### src/rtl/zx_pkg.sv
package zx_pkg;

	// ============================================================
	// Bus and memory widths
	// ============================================================

	// Z80 address bus
	localparam int CPU_AW = 16;

	// Paged RAM address, bit 17 selects the ROM region
	localparam int PHYS_AW = 18;

	// Offset inside one 16 KB bank
	localparam int BANK_AW = 14;

	localparam int DATA_W = 8;

	// Bit of the physical address that marks ROM pages
	localparam int PHYS_ROM_BIT = PHYS_AW - 1;

	// Words in the paged RAM
	localparam int RAM_DEPTH = 1 << PHYS_AW;

	// ============================================================
	// Machine models
	// ============================================================

	typedef enum logic [1:0] {
		MODEL_128   = 2'd0,
		MODEL_48    = 2'd1,
		MODEL_PLUS3 = 2'd2
	} model_t;

	// ============================================================
	// Port decode and paging register bits
	// ============================================================

	// Upper nibble of the +3 1FFD port
	localparam logic [3:0] PORT_1FFD_HI = 4'b0001;

	localparam int PORT_7FFD_BIT_LOCK   = 5;
	localparam int PORT_7FFD_BIT_ROM    = 4;
	localparam int PORT_7FFD_BIT_SCREEN = 3;

	localparam int PORT_1FFD_BIT_SPECIAL = 0;
	localparam int PORT_1FFD_BIT_ROMHI   = 2;

	// Fixed banks of slots 1 and 2 in normal mode
	localparam logic [2:0] BANK_SCREEN = 3'd5;
	localparam logic [2:0] BANK_MID    = 3'd2;

endpackage

### src/rtl/mem_map.sv
module mem_map import zx_pkg::*; (
	input  model_t             model,
	input  logic [DATA_W-1:0]  page_7ffd,
	input  logic [DATA_W-1:0]  page_1ffd,
	input  logic [CPU_AW-1:0]  cpu_addr,
	input  logic [DATA_W-1:0]  cpu_dout,
	input  logic               cpu_mreq,
	input  logic               cpu_wr,
	input  logic               load_wr,
	input  logic [PHYS_AW-1:0] load_addr,
	input  logic [DATA_W-1:0]  load_data,
	output logic [PHYS_AW-1:0] phys_addr,
	output logic               ram_wr,
	output logic [DATA_W-1:0]  ram_wdata
);

	logic [1:0]         slot;
	logic [BANK_AW-1:0] offset;
	logic [1:0]         rom_page;
	logic               special;
	logic [1:0]         special_cfg;
	logic [2:0]         bank;
	logic               to_rom;
	logic [PHYS_AW-1:0] cpu_phys;
	logic               cpu_we;

	assign slot   = cpu_addr[CPU_AW-1 -: 2];
	assign offset = cpu_addr[BANK_AW-1:0];

	// ============================================================
	// ROM page select
	// ============================================================

	always_comb begin
		case (model)
			MODEL_48:    rom_page = 2'd1;
			MODEL_PLUS3: rom_page = {page_1ffd[PORT_1FFD_BIT_ROMHI],
				page_7ffd[PORT_7FFD_BIT_ROM]};
			default:     rom_page = {1'b0, page_7ffd[PORT_7FFD_BIT_ROM]};
		endcase
	end

	// ============================================================
	// Slot to bank
	// ============================================================

	// All-RAM layouts exist only on the +3
	assign special     = (model == MODEL_PLUS3) & page_1ffd[PORT_1FFD_BIT_SPECIAL];
	assign special_cfg = page_1ffd[2:1];

	always_comb begin
		to_rom = 1'b0;
		bank   = 3'd0;
		if (special) begin
			case ({special_cfg, slot})
				4'b00_00: bank = 3'd0;
				4'b00_01: bank = 3'd1;
				4'b00_10: bank = 3'd2;
				4'b00_11: bank = 3'd3;
				4'b01_00: bank = 3'd4;
				4'b01_01: bank = 3'd5;
				4'b01_10: bank = 3'd6;
				4'b01_11: bank = 3'd7;
				4'b10_00: bank = 3'd4;
				4'b10_01: bank = 3'd5;
				4'b10_10: bank = 3'd6;
				4'b10_11: bank = 3'd3;
				4'b11_00: bank = 3'd4;
				4'b11_01: bank = 3'd7;
				4'b11_10: bank = 3'd6;
				default:  bank = 3'd3;
			endcase
		end else begin
			case (slot)
				2'd0: to_rom = 1'b1;
				2'd1: bank = BANK_SCREEN;
				2'd2: bank = BANK_MID;
				default: bank = page_7ffd[2:0];
			endcase
		end
	end

	// ROM pages sit above all RAM banks
	assign cpu_phys = to_rom ? {1'b1, 1'b0, rom_page, offset} : {1'b0, bank, offset};

	// ROM is read only for the CPU
	assign cpu_we = cpu_mreq & cpu_wr & ~cpu_phys[PHYS_ROM_BIT];

	// ============================================================
	// Loader has priority over the CPU
	// ============================================================

	assign phys_addr = load_wr ? load_addr : cpu_phys;
	assign ram_wr    = load_wr | cpu_we;
	assign ram_wdata = load_wr ? load_data : cpu_dout;

endmodule

### config.mk
export PLATFORM = sky130hd
export DESIGN_NAME = mem_map
export DESIGN_NICKNAME = d
export VERILOG_FILES = /design/src/rtl/zx_pkg.sv /design/src/rtl/mem_map.sv
export SDC_FILE = /design/constraint.sdc
export NUM_CORES = 1
export LEC_CHECK = 0
export ABC_CLOCK_PERIOD_IN_PS = 2700
export BUFFER_PORTS_ARGS = -buffer_cell sky130_fd_sc_hd__buf_2
export CAP_MARGIN = 10
export CORE_ASPECT_RATIO = 1.25
export CORE_UTILIZATION = 27
export DETAILED_ROUTE_END_ITERATION = 16
export PLACE_DENSITY = 0.9
export REMOVE_ABC_BUFFERS = 1
export SYNTH_ARGS = -nofsm -noshare
export SYNTH_HDL_FRONTEND = slang
export SYNTH_SLANG_ARGS = --single-unit
### constraint.sdc
create_clock -name vclk -period 2.7
set_input_delay 0.135 -clock vclk [all_inputs]
set_output_delay 0.135 -clock vclk [all_outputs]
set_load 0.05 [all_outputs]
# Word level (Yosys, flattened, before mapping)
# Memories as Yosys holds them, arrays and structs flattened.
# Cells that the tools add are included.
# Widths: inputs -> output; s select.
# totals
regBits	0
mem_bits_ro	48
input_bits	71
output_inout_bits	27
elab_cells	19
mem_count	1
# classes
eq_ne	4
muxes	8
bitwise	5
n_reduce_logical	1
# mem_list
name	words	width	read_ports	rd_clocked_by_memory_dff	write_ports	line	source
(name not given)	16	3	1	0	0	mem_map.sv:55	case ({special_cfg, slot})
# ops
op	n
$mux 18	2
$pmux 3 s3	1
$mux 8	1
$eq 2x1->1 const B	2
$eq 2x2->1 const B	2
$pmux 2 s2	1
$and 1x1->1	3
$mux 3	1
$logic_not 2->1	1
$mux 1	2
$not 1->1	1
$or 1x1->1	1

# Longest topological paths before layout
# logic_depth
depth_word	7
mapped_depth	5
depth_no_buf	5

# Least setup slack after synthesis
# OpenSTA, ideal clock, no wires.
# synth_path
path_kind	input to output
startpoint	in model[0]
endpoint	out phys_addr[17]
t_arrival_ps	1819
required_time_ps	2565
path_slack_ps	746
path_stages	4
path_buffers	0
cell_sequence	inv_1 -> ha_1 -> a211o_1 -> o21ai_0
# synth_via
elab_chain_cells	5
# synth_rtl
element	line	source
start: declaration	mem_map.sv:2	input model_t model,
$eq 2x2->1	mem_map.sv:48	assign special = (model == MODEL_PLUS3) & page_1ffd[PORT_1FFD_BIT_SPECIAL];
$and 1x1->1	mem_map.sv:48	
$mux 1	mem_map.sv:54	if (special) begin
$mux 18	mem_map.sv:84	assign cpu_phys = to_rom ? {1'b1, 1'b0, rom_page, offset} : {1'b0, bank, offset};
$mux 18	mem_map.sv:93	assign phys_addr = load_wr ? load_addr : cpu_phys;
end: declaration	mem_map.sv:12	output logic [PHYS_AW-1:0] phys_addr,
# No other way between the ends.

# Final worst setup path
# layout_path
startpoint	in model[0]
endpoint	out phys_addr[14]
# layout_via
elab_chain_cells	5
# layout_rtl
element	line
$eq 2x2->1	mem_map.sv:35, mem_map.sv:48
$and 1x1->1	mem_map.sv:48
$mux 3 / $mux 1 (equally long branches)	mem_map.sv:54
$mux 18 *	mem_map.sv:84
$mux 18 *	mem_map.sv:93
# Mark *: on every way between the ends. The rest lies on a longest branch, timed or not.

==> impl_metrics.tcl <==
set metrics [dict create \
    status "complete, no violations" \
    slowest_stage "a211o_1" \
    hold_class "primary input to output port" \
    synthCells 57 \
    hold-path-cell-count 4 \
    drive_gt1_share_pct 79.0 \
    nClkBuffers 0 \
    yosysTopAreaCell "mux2_2" \
    yosysMostFrequentCell "mux2_2" \
    antenna_found_initial 0 \
    io_pins 98 \
    end_kind "output port" \
    synth_xor_area_share_pct 0 \
    final-setup-viol-count 0 \
    synth_area_leaders "mux2_2, ha_1, o21ai_0" \
    drc 0 \
    multi_input_area_sq_um 432 \
    fin_setup_tns_ns 0 \
    nFillCells 150 \
    synth_fa_ha_area_share_pct 5.43 \
    rsz0062_at_grt "no" \
    synth.cell_area_sq_um 460 \
    drtIter0Drc 2 \
    cp_common_cell "buf_2" \
    cp.arrival_ns 1.48 \
    path_class "primary input to output port" \
    ctsResizeCount 0 \
    nFlopsAndLatches 0 \
    grt_pass1_wl_microns 2500 \
    fin_area_sq_um 911 \
    yosysUniqueCellTypes 21 \
    period_needed_ns 1.61 \
    synth_compound_area_share_pct 19.0 \
    p_leak_nw 0.524 \
    nNetsFinal 218 \
    report.final.slew_viol_count 0 \
    seq_area_frac_synth_pct 0 \
    die_h_microns 48.2 \
    die_x_microns 38.9 \
    cts_hold_buf 0 \
    drv_cap 0 \
    post_cts.repair.setup_buffers 0 \
    die_area_sq_mm 0.00188 \
    core_sq_mm 0.00158 \
    worstPathRequired_ns 2.57 \
    syn_to_final_growth_pct 97.8 \
    initial_core_util_pct 29.1 \
    diodes 0 \
    place_area_sq_um 911 \
    routed_wirelength_microns 1770 \
    via_per_inst 4.66 \
    grt_max_degree 28 \
    grt_usage_pct 17.6 \
    max_freq_mhz 619 \
    synth_common_cells "mux2_2, o21ai_0, inv_1, nand2b_1, nor2_1" \
    grt_pass1_vias 690 \
    yosysWarnings 0 \
    seqCellArea_sq_um 0 \
    startpoint_type "primary input" \
    path_cells "buf_2 -> inv_1 -> ha_1 -> a211o_1 -> a21o_1 -> a31oi_1 -> buf_2" \
    critical_path.max_stage_delay_ns 0.35 \
    synth.top_cell.area_share_pct 53.8 \
    synthMuxAreaShare_pct 53.8 \
    crit_fanout 7 \
    wire_per_inst_microns 11.0 \
    gp_congestion 0.764 \
    dr.pass1.iters 2 \
    tightestPinTransition_ns 0.521 \
    yosys.area_share.simple_pct 15.5 \
    ant_nets 0 \
    finalHoldViolCount 0 \
    fin_crit_sh_pct 59.8 \
    rows 16 \
    vias 751 \
    max_slew_margin_pct 65.2 \
    avgSynthCellArea_sq_um 8.08 \
    overflow 0 \
    powerDensity_mw_per_mm2 273 \
    numPortBuffers 89 \
    ir_worst_vdd_mv 0.158 \
    synth_top_family_by_area "multiplexers" \
    hpwl_microns 1570 \
]
==> routing by layer <==
metal	routed length [microns]	track usage, %	up-vias	share of wire (%)
li1	-	-	389	-
met1	638	18.7	314	36
met2	999	38.7	48	57
met3	131	0.457	0	7.4
met4	0	1.38	0	0
met5	0	0	-	0
==> critical path: cells and delay by family <==
| family | cells | cell delay [ns] |
|---|---|---|
| buffers and inverters | 3 | 0.41 |
| AO/OA/AOI/OAI | 3 | 0.68 |
| adder cells (fa/ha/maj) | 1 | 0.26 |
==> report_power, final <==
part	switching (mW)	internal (mW)	total (mW)
Combinational	0.163	0.0854	0.248
Clock	0	0	0
Sequential	0	0	0
Total	0.163	0.0854	0.248
==> cell type report <==
type                            count  area share, %
Multi-Input combinational cell     51           47.4
Tap cell                           18           2.47
Timing Repair Buffer               89           48.9
Inverter                            3           1.24
==> cells in the final DEF, fill, tap and decap left out, drive strengths merged, types with 2 or more instances in the layout <==
master,synthesis,layout
nand2,2,2
o21ai,5,5
mux2,22,22
ha,2,2
nand2b,3,3
a21oi,2,2
nor2,3,3
inv,3,3
a31oi,2,2
buf,3,89
==> metrics by stage <==
step	util (%)	hold WS, ns	setup WS (ns)	cells	power, mW
2_1_floorplan	-	0.535	0.746	54	0.166
3_3_place_gp	57.6	0.657	1.11	161	0.245
3_5_place_dp	57.6	0.663	1.08	161	0.249
4_1_cts	57.6	0.665	1.08	161	0.250
5_1_grt	57.6	0.691	0.976	161	0.264
6_report	57.6	0.666	1.09	161	0.248
==> logic make-up after synthesis <==
kind of cell	count (synthesis)
compound gates	14
fa+ha+maj	2
buf+inv	6
simple gates	13
mux	22
==> final timing paths <==
kind	from	to
worst min-delay path	cpu_wr	ram_wr
worst max-delay path	model[0]	phys_addr[14]
No activity file was read; power rests on OpenSTA's default activity.
