### config.mk
export PLATFORM = sky130hd
export DESIGN_NAME = port_regs
export DESIGN_NICKNAME = d
export VERILOG_FILES = /design/src/rtl/zx_pkg.sv /design/src/rtl/port_regs.sv
export SDC_FILE = /design/constraint.sdc
export NUM_CORES = 1
export LEC_CHECK = 0
export ABC_AREA = 1
export BUFFER_PORTS_ARGS = -buffer_cell sky130_fd_sc_hd__buf_2
export CAP_MARGIN = 20
export CORE_UTILIZATION = 45
export DETAILED_ROUTE_END_ITERATION = 7
export GPL_ROUTABILITY_DRIVEN = 0
export GPL_TIMING_DRIVEN = 0
export PLACE_DENSITY_LB_ADDON = 0.05
export SYNTH_ARGS = -nofsm -noshare
export SYNTH_HDL_FRONTEND = slang
export SYNTH_SLANG_ARGS = --single-unit
### constraint.sdc
create_clock -name clk_sys -period 1.98 [get_ports clk_sys]
set_input_delay 0.099 -clock clk_sys [delete_from_list [all_inputs] [get_ports clk_sys]]
set_output_delay 0.099 -clock clk_sys [all_outputs]
set_load 0.005 [all_outputs]
### src/rtl/zx_pkg.sv
package zx_pkg;

	// ============================================================
	// Bus and memory widths
	// ============================================================

	// Z80 address bus
	localparam int CPU_AW = 16;

	// Paged RAM address, bit 17 selects the ROM region
	localparam int PHYS_AW = 18;

	// Offset inside one 16 KB bank
	localparam int BANK_AW = 14;

	localparam int DATA_W = 8;

	// Bit of the physical address that marks ROM pages
	localparam int PHYS_ROM_BIT = PHYS_AW - 1;

	// Words in the paged RAM
	localparam int RAM_DEPTH = 1 << PHYS_AW;

	// ============================================================
	// Machine models
	// ============================================================

	typedef enum logic [1:0] {
		MODEL_128   = 2'd0,
		MODEL_48    = 2'd1,
		MODEL_PLUS3 = 2'd2
	} model_t;

	// ============================================================
	// Port decode and paging register bits
	// ============================================================

	// Upper nibble of the +3 1FFD port
	localparam logic [3:0] PORT_1FFD_HI = 4'b0001;

	localparam int PORT_7FFD_BIT_LOCK   = 5;
	localparam int PORT_7FFD_BIT_ROM    = 4;
	localparam int PORT_7FFD_BIT_SCREEN = 3;

	localparam int PORT_1FFD_BIT_SPECIAL = 0;
	localparam int PORT_1FFD_BIT_ROMHI   = 2;

	// Fixed banks of slots 1 and 2 in normal mode
	localparam logic [2:0] BANK_SCREEN = 3'd5;
	localparam logic [2:0] BANK_MID    = 3'd2;

endpackage

### src/rtl/port_regs.sv
module port_regs import zx_pkg::*; (
	input  logic              clk_sys,
	input  logic              reset,
	input  model_t            cfg_model,
	input  logic [CPU_AW-1:0] cpu_addr,
	input  logic [DATA_W-1:0] cpu_dout,
	input  logic              cpu_iorq,
	input  logic              cpu_wr,
	input  logic              cpu_m1,
	output model_t            model,
	output logic [DATA_W-1:0] page_7ffd,
	output logic [DATA_W-1:0] page_1ffd,
	output logic              paging_locked,
	output logic [2:0]        border_color,
	output logic              ear_out,
	output logic              mic_out
);

	// ============================================================
	// I/O write strobe and edge
	// ============================================================

	logic io_wr;
	logic io_wr_d;
	logic io_wr_edge;

	// An interrupt acknowledge also raises iorq, but with m1
	assign io_wr = cpu_iorq & cpu_wr & ~cpu_m1;

	always_ff @(posedge clk_sys) begin
		if (reset) begin
			io_wr_d <= 1'b0;
		end else begin
			io_wr_d <= io_wr;
		end
	end

	// Only the first clock of a write counts
	assign io_wr_edge = io_wr & ~io_wr_d;

	// ============================================================
	// Port decode
	// ============================================================

	logic is_plus3;
	logic sel_7ffd;
	logic sel_1ffd;
	logic sel_fe;

	assign is_plus3 = (model == MODEL_PLUS3);

	// Partial decode, A14 only matters on the +3
	assign sel_7ffd = ~cpu_addr[15] & ~cpu_addr[1] & (cpu_addr[14] | ~is_plus3);

	assign sel_1ffd = is_plus3 & (cpu_addr[15:12] == PORT_1FFD_HI) & ~cpu_addr[1];

	// ULA answers on every even port
	assign sel_fe = ~cpu_addr[0];

	// 48K has no paging at all; otherwise the lock bit sticks until reset
	assign paging_locked = (model == MODEL_48) | page_7ffd[PORT_7FFD_BIT_LOCK];

	// ============================================================
	// Paging registers and model
	// ============================================================

	always_ff @(posedge clk_sys) begin
		if (reset) begin
			model     <= cfg_model;
			page_7ffd <= '0;
			page_1ffd <= '0;
		end else if (io_wr_edge & ~paging_locked) begin
			if (sel_7ffd) begin
				page_7ffd <= cpu_dout;
			end else if (sel_1ffd) begin
				page_1ffd <= cpu_dout;
			end
		end
	end

	// ============================================================
	// ULA port FE
	// ============================================================

	always_ff @(posedge clk_sys) begin
		if (reset) begin
			border_color <= 3'd0;
			ear_out      <= 1'b0;
			mic_out      <= 1'b0;
		end else if (io_wr_edge & sel_fe) begin
			border_color <= cpu_dout[2:0];
			// EAR on bit 4, MIC on bit 3
			ear_out      <= cpu_dout[4];
			mic_out      <= cpu_dout[3];
		end
	end

endmodule

# After elaboration in Yosys (flattened, before gate mapping)
# Index checks and enable logic that the tools add are counted.
# classes
add_sub_neg	0
mul	0
div	0
order_cmp	0
eq_ne	3
shifts	0
muxes	0
bitwise_logic	19
n_reduce_logical	2
# op_table
operator	count
$and A1 B1 Y1	9
$not A1 Y1	8
$eq A4 B1 Y1 const B	1
$reduce_and A3 Y1	1
$eq A2 B1 Y1 const B	1
$eq A2 B2 Y1 const B	1
$or A1 B1 Y1	2
$reduce_and A2 Y1	1
# word_totals
reg_bits	24
latch_bits	0
ramBits	0
romBits	0
in_bits	31
out_inout_bits	24
wordCells	31
mem_count	0

# Depth between registers and ports, before layout
# logic_depth
word_depth	6
ltp_mapped	8
depth_no_buf	7

# Worst setup path before layout
# Ideal clock, no wire load.
# synth_timing
kind	reg2reg
start	register model[0]
end	register page_1ffd[5]
setup_time_ns	0.115
arrival_time_ns	1.056
t_required_ns	1.865
slack_ns	0.809
path_stages_with_launch	8
n_path_buf	1
synth_period_minus_slack_ns	1.171
cell_sequence	edfxtp_1 > inv_2 > nand3b_2 > nor2_4 > buf_6 > nand3_1 > nand2_1 > nor2_1
# synth_between
elab_chain_cells	6
elab_cells_between_ends	12
classes_between	2 x eq/ne; 9 x bitwise; 1 x reduce/logical
# synth_rtl
item	line_no	text
start, declared	port_regs.sv:10	output model_t model,
start signal, assigned	port_regs.sv:69	model <= cfg_model;
$eq A2 B2 Y1	port_regs.sv:50	assign is_plus3 = (model == MODEL_PLUS3);
$not A1 Y1	port_regs.sv:53	assign sel_7ffd = ~cpu_addr[15] & ~cpu_addr[1] & (cpu_addr[14] | ~is_plus3);
$or A1 B1 Y1	port_regs.sv:53	
$and A1 B1 Y1	port_regs.sv:53	
$not A1 Y1 (no line)	--	
$reduce_and A3 Y1 (no line) (*)	--	
end signal, assigned	port_regs.sv:76	page_1ffd <= cpu_dout;
end, declared	port_regs.sv:12	output logic [DATA_W-1:0] page_1ffd,
# Every way passes the cells marked *; elsewhere a longest branch is shown, timed or not.
# A chain may end at the register's enable or synchronous reset.

# Worst setup path in the final report
# layout_timing
start	register model[0]
end	register page_1ffd[6]
# Same word-level chain as after synthesis.

==> metrics.txt <==
clock root cell=clkbuf_4; VDD IR max=500.2 uV; R2R cell count=7; fin crit share=64.55%; top cell type's share of synthesized area=42.26%; DIE HEIGHT=50.13 um; Worst Tran Pin Value=0.3873 ns; core area=2191 um^2; Switching Fraction=23.59%; Slew headroom=74.18%; Worst-Skew Late Latency=0.30 ns; Leak=0.6667 nW; total gr overflow=0; die area=2513 um^2; reg2reg setup slack=0.70 ns; Worst Path Arrival=1.48 ns; setup TNS=0 ns; sequential fraction of the synthesis area=48.02%; largest net degree at the start of global routing=14; area leader, netlist=dfxtp_1; Seq pwr share=61.8%; Post-synth top cells=nand2_1, dfxtp_1, a21oi_1, nor2_1, nand3_1; global-route wire length before repair=3.767 mm; dominant cell by count in the synthesized netlist=nand2_1; area grow syn2layout=29.89%; Clk pwr share=25.5%; Max Cap Viol=0; max incr delay on CP=0.42 ns; Mapped Nets=165; I/O Buffers=44; Fill cells=210; Die W=50.13 um; share of cells above drive strength 1=32.97%; P_sw=0.1925 mW; I/O pin cnt=55; Total Power=0.8158 mW; Synth Cell Area=1042 um^2; Routed WL per cell=10.63 um; Post-Syn Instances=134; First-pass DRT Iterations=4; number of synthesized flops with an enable pin=2; buffer and inverter count on the worst path=2; DRC Markers=0; CP max-delay cell=edfxtp_1; CP Launch Type=flop; Synth Register Bits=24; fmax=0.7824 GHz; TritonCTS Buffers=3; internal power=0.6233 mW; clock slew at reported path FFs=0.12 ns; initial core utilization=47.57%; via count=1,022; Final Hold Viols=0; Gate power share=12.7%; crit path launch=model[0]; Resized cells post-CTS=0; Largest delay share family, worst path=simple AND/OR/NAND/NOR gates; Clock Path Buffers=2; vias per cell=4.798; fin nets=217; number of cells on the critical path=7; Critical Setup Path Class=flop to flop; CTS tree=yes; Placement Rows=17; number of global-route vias before repair=896; Unique masters post-synth=19; status=complete, no violations; initial antenna violation count=0; Critical Path RT=2.18 ns; Clock Skew=0.01102 ns; number of clock sinks=24; Crit Path Max Fanout=10; antenna cells=0; RSZ-0062 raised after global routing=no; synth warn=0; reg-to-reg startpoint=model[0]; Area contributors post-synth=dfxtp_1, nand2_1, a21oi_1; Final setup viols=0; crit path time final=1.278 ns; CP cell instances=inv_2 -> nand3b_2 -> nor2_4 -> buf_6 -> nand3_1 -> nand2_1 -> nor2_1; H-tree levels=1; ys flop type=dfxtp_1; DRT iter0 DRCs=14; Min-Delay Path Class=input pin to flop; GRT Util Overall=20.04%; cell area power density=602.6 nW/um^2; syn avg cell area=7.778 um^2; Worst Setup End Kind=flop; Max Slew Vio Count=0; Core Util, Final=61.79%; reg2reg end=page_1ffd[6]; Routed Antenna Nets=0; ys async rst share=0%; total wire length=2.265 mm; Detailed Place HPWL=1.699 mm; crit path to=page_1ffd[6]
## kinds of logic after synthesis
family	Yosys count	share of synthesized area, %
compound gates	22	11.28
buf+inv	20	10.80
flops	24	48.02
simple gates	68	29.89
## registers in the layout, indices dropped and copies added (netlist names)
signal,flops
page_1ffd,8
page_7ffd,8
border_color,3
model,2
ear_out,1
io_wr_d,1
mic_out,1
## power by group through the flow
stage	Combinational (mW)	Clock (mW)	Sequential (mW)
final	0.104	0.208	0.504
after CTS	0.104	0.224	0.504
after detailed placement	0.0994	0	0.515
after floorplan	0.0532	0	0.516
after global placement	0.0982	0	0.514
after global routing	0.117	0.240	0.505
## worst register-to-register path, stage by stage (launching register included)
cell and delay [ns]:
edfxtp_1 0.42, inv_2 0.09, nand3b_2 0.11, nor2_4 0.21
buf_6 0.17, nand3_1 0.08, nand2_1 0.06, nor2_1 0.04
## worst min path at each step
| stage | slack, ns | startpoint | cells after the start | end |
|---|---|---|---|---|
| finish | 0.04 | cpu_dout[3] | 3 | mic_out |
| global placement | 0.28 | cfg_model[0] | 1 | model[0] |
| CTS | 0.03 | cpu_dout[3] | 3 | mic_out |
| floorplan | 0.16 | reset | 1 | page_7ffd[5] |
| detailed placement | 0.28 | cfg_model[1] | 1 | model[1] |
| global route | 0.03 | cpu_dout[2] | 3 | border_color[2] |
## through the flow
stage          cell area (um^2)  setup slack (ns)  cells  hold WS, ns
5_1_grt                    1354            0.6033    213      0.02652
6_report                   1354            0.7019    213      0.04305
4_1_cts                    1354            0.7089    213      0.03174
3_5_place_dp               1297            0.7385    206       0.2801
2_1_floorplan              1042            0.8095    134       0.1614
3_3_place_gp               1297            0.7336    206       0.2765
## layout make-up
| type | count | area (um^2) | area share (%) |
|---|---|---|---|
| flip-flops and latches | 24 | 500.5 | 36.97 |
| multi-input cells | 90 | 429.2 | 31.70 |
| repair buffers | 47 | 250.2 | 18.48 |
| plain buffers | 6 | 60.06 | 4.436 |
| inverters | 14 | 52.55 | 3.882 |
| well taps | 28 | 35.03 | 2.588 |
| clock buffers | 4 | 26.28 | 1.941 |
## cell usage in the layout (no fill, tap or decap), drive strengths merged
cell type    count
buf             50
nand2           26
dfxtp           22
nor2            22
a21oi           20
nand3           17
inv             14
clkbuf           4
dlygate4sd3      3
edfxtp           2
o21ai            2
nand3b           2
nor3             1
## timing repair
action                    in CTS  in global routing
hold endpoints to repair       3                  0
hold buffers                   3                  0
setup buffers                  0                  0
## layer usage
| metal | routed length, um | track usage, % |
|---|---|---|
| met5 | 0 | 0 |
| met2 | 1103 | 33.56 |
| met4 | 16 | 10.00 |
| met1 | 1050 | 25.29 |
| met3 | 95 | 1.852 |
No activity file was read; power rests on OpenSTA's default activity.
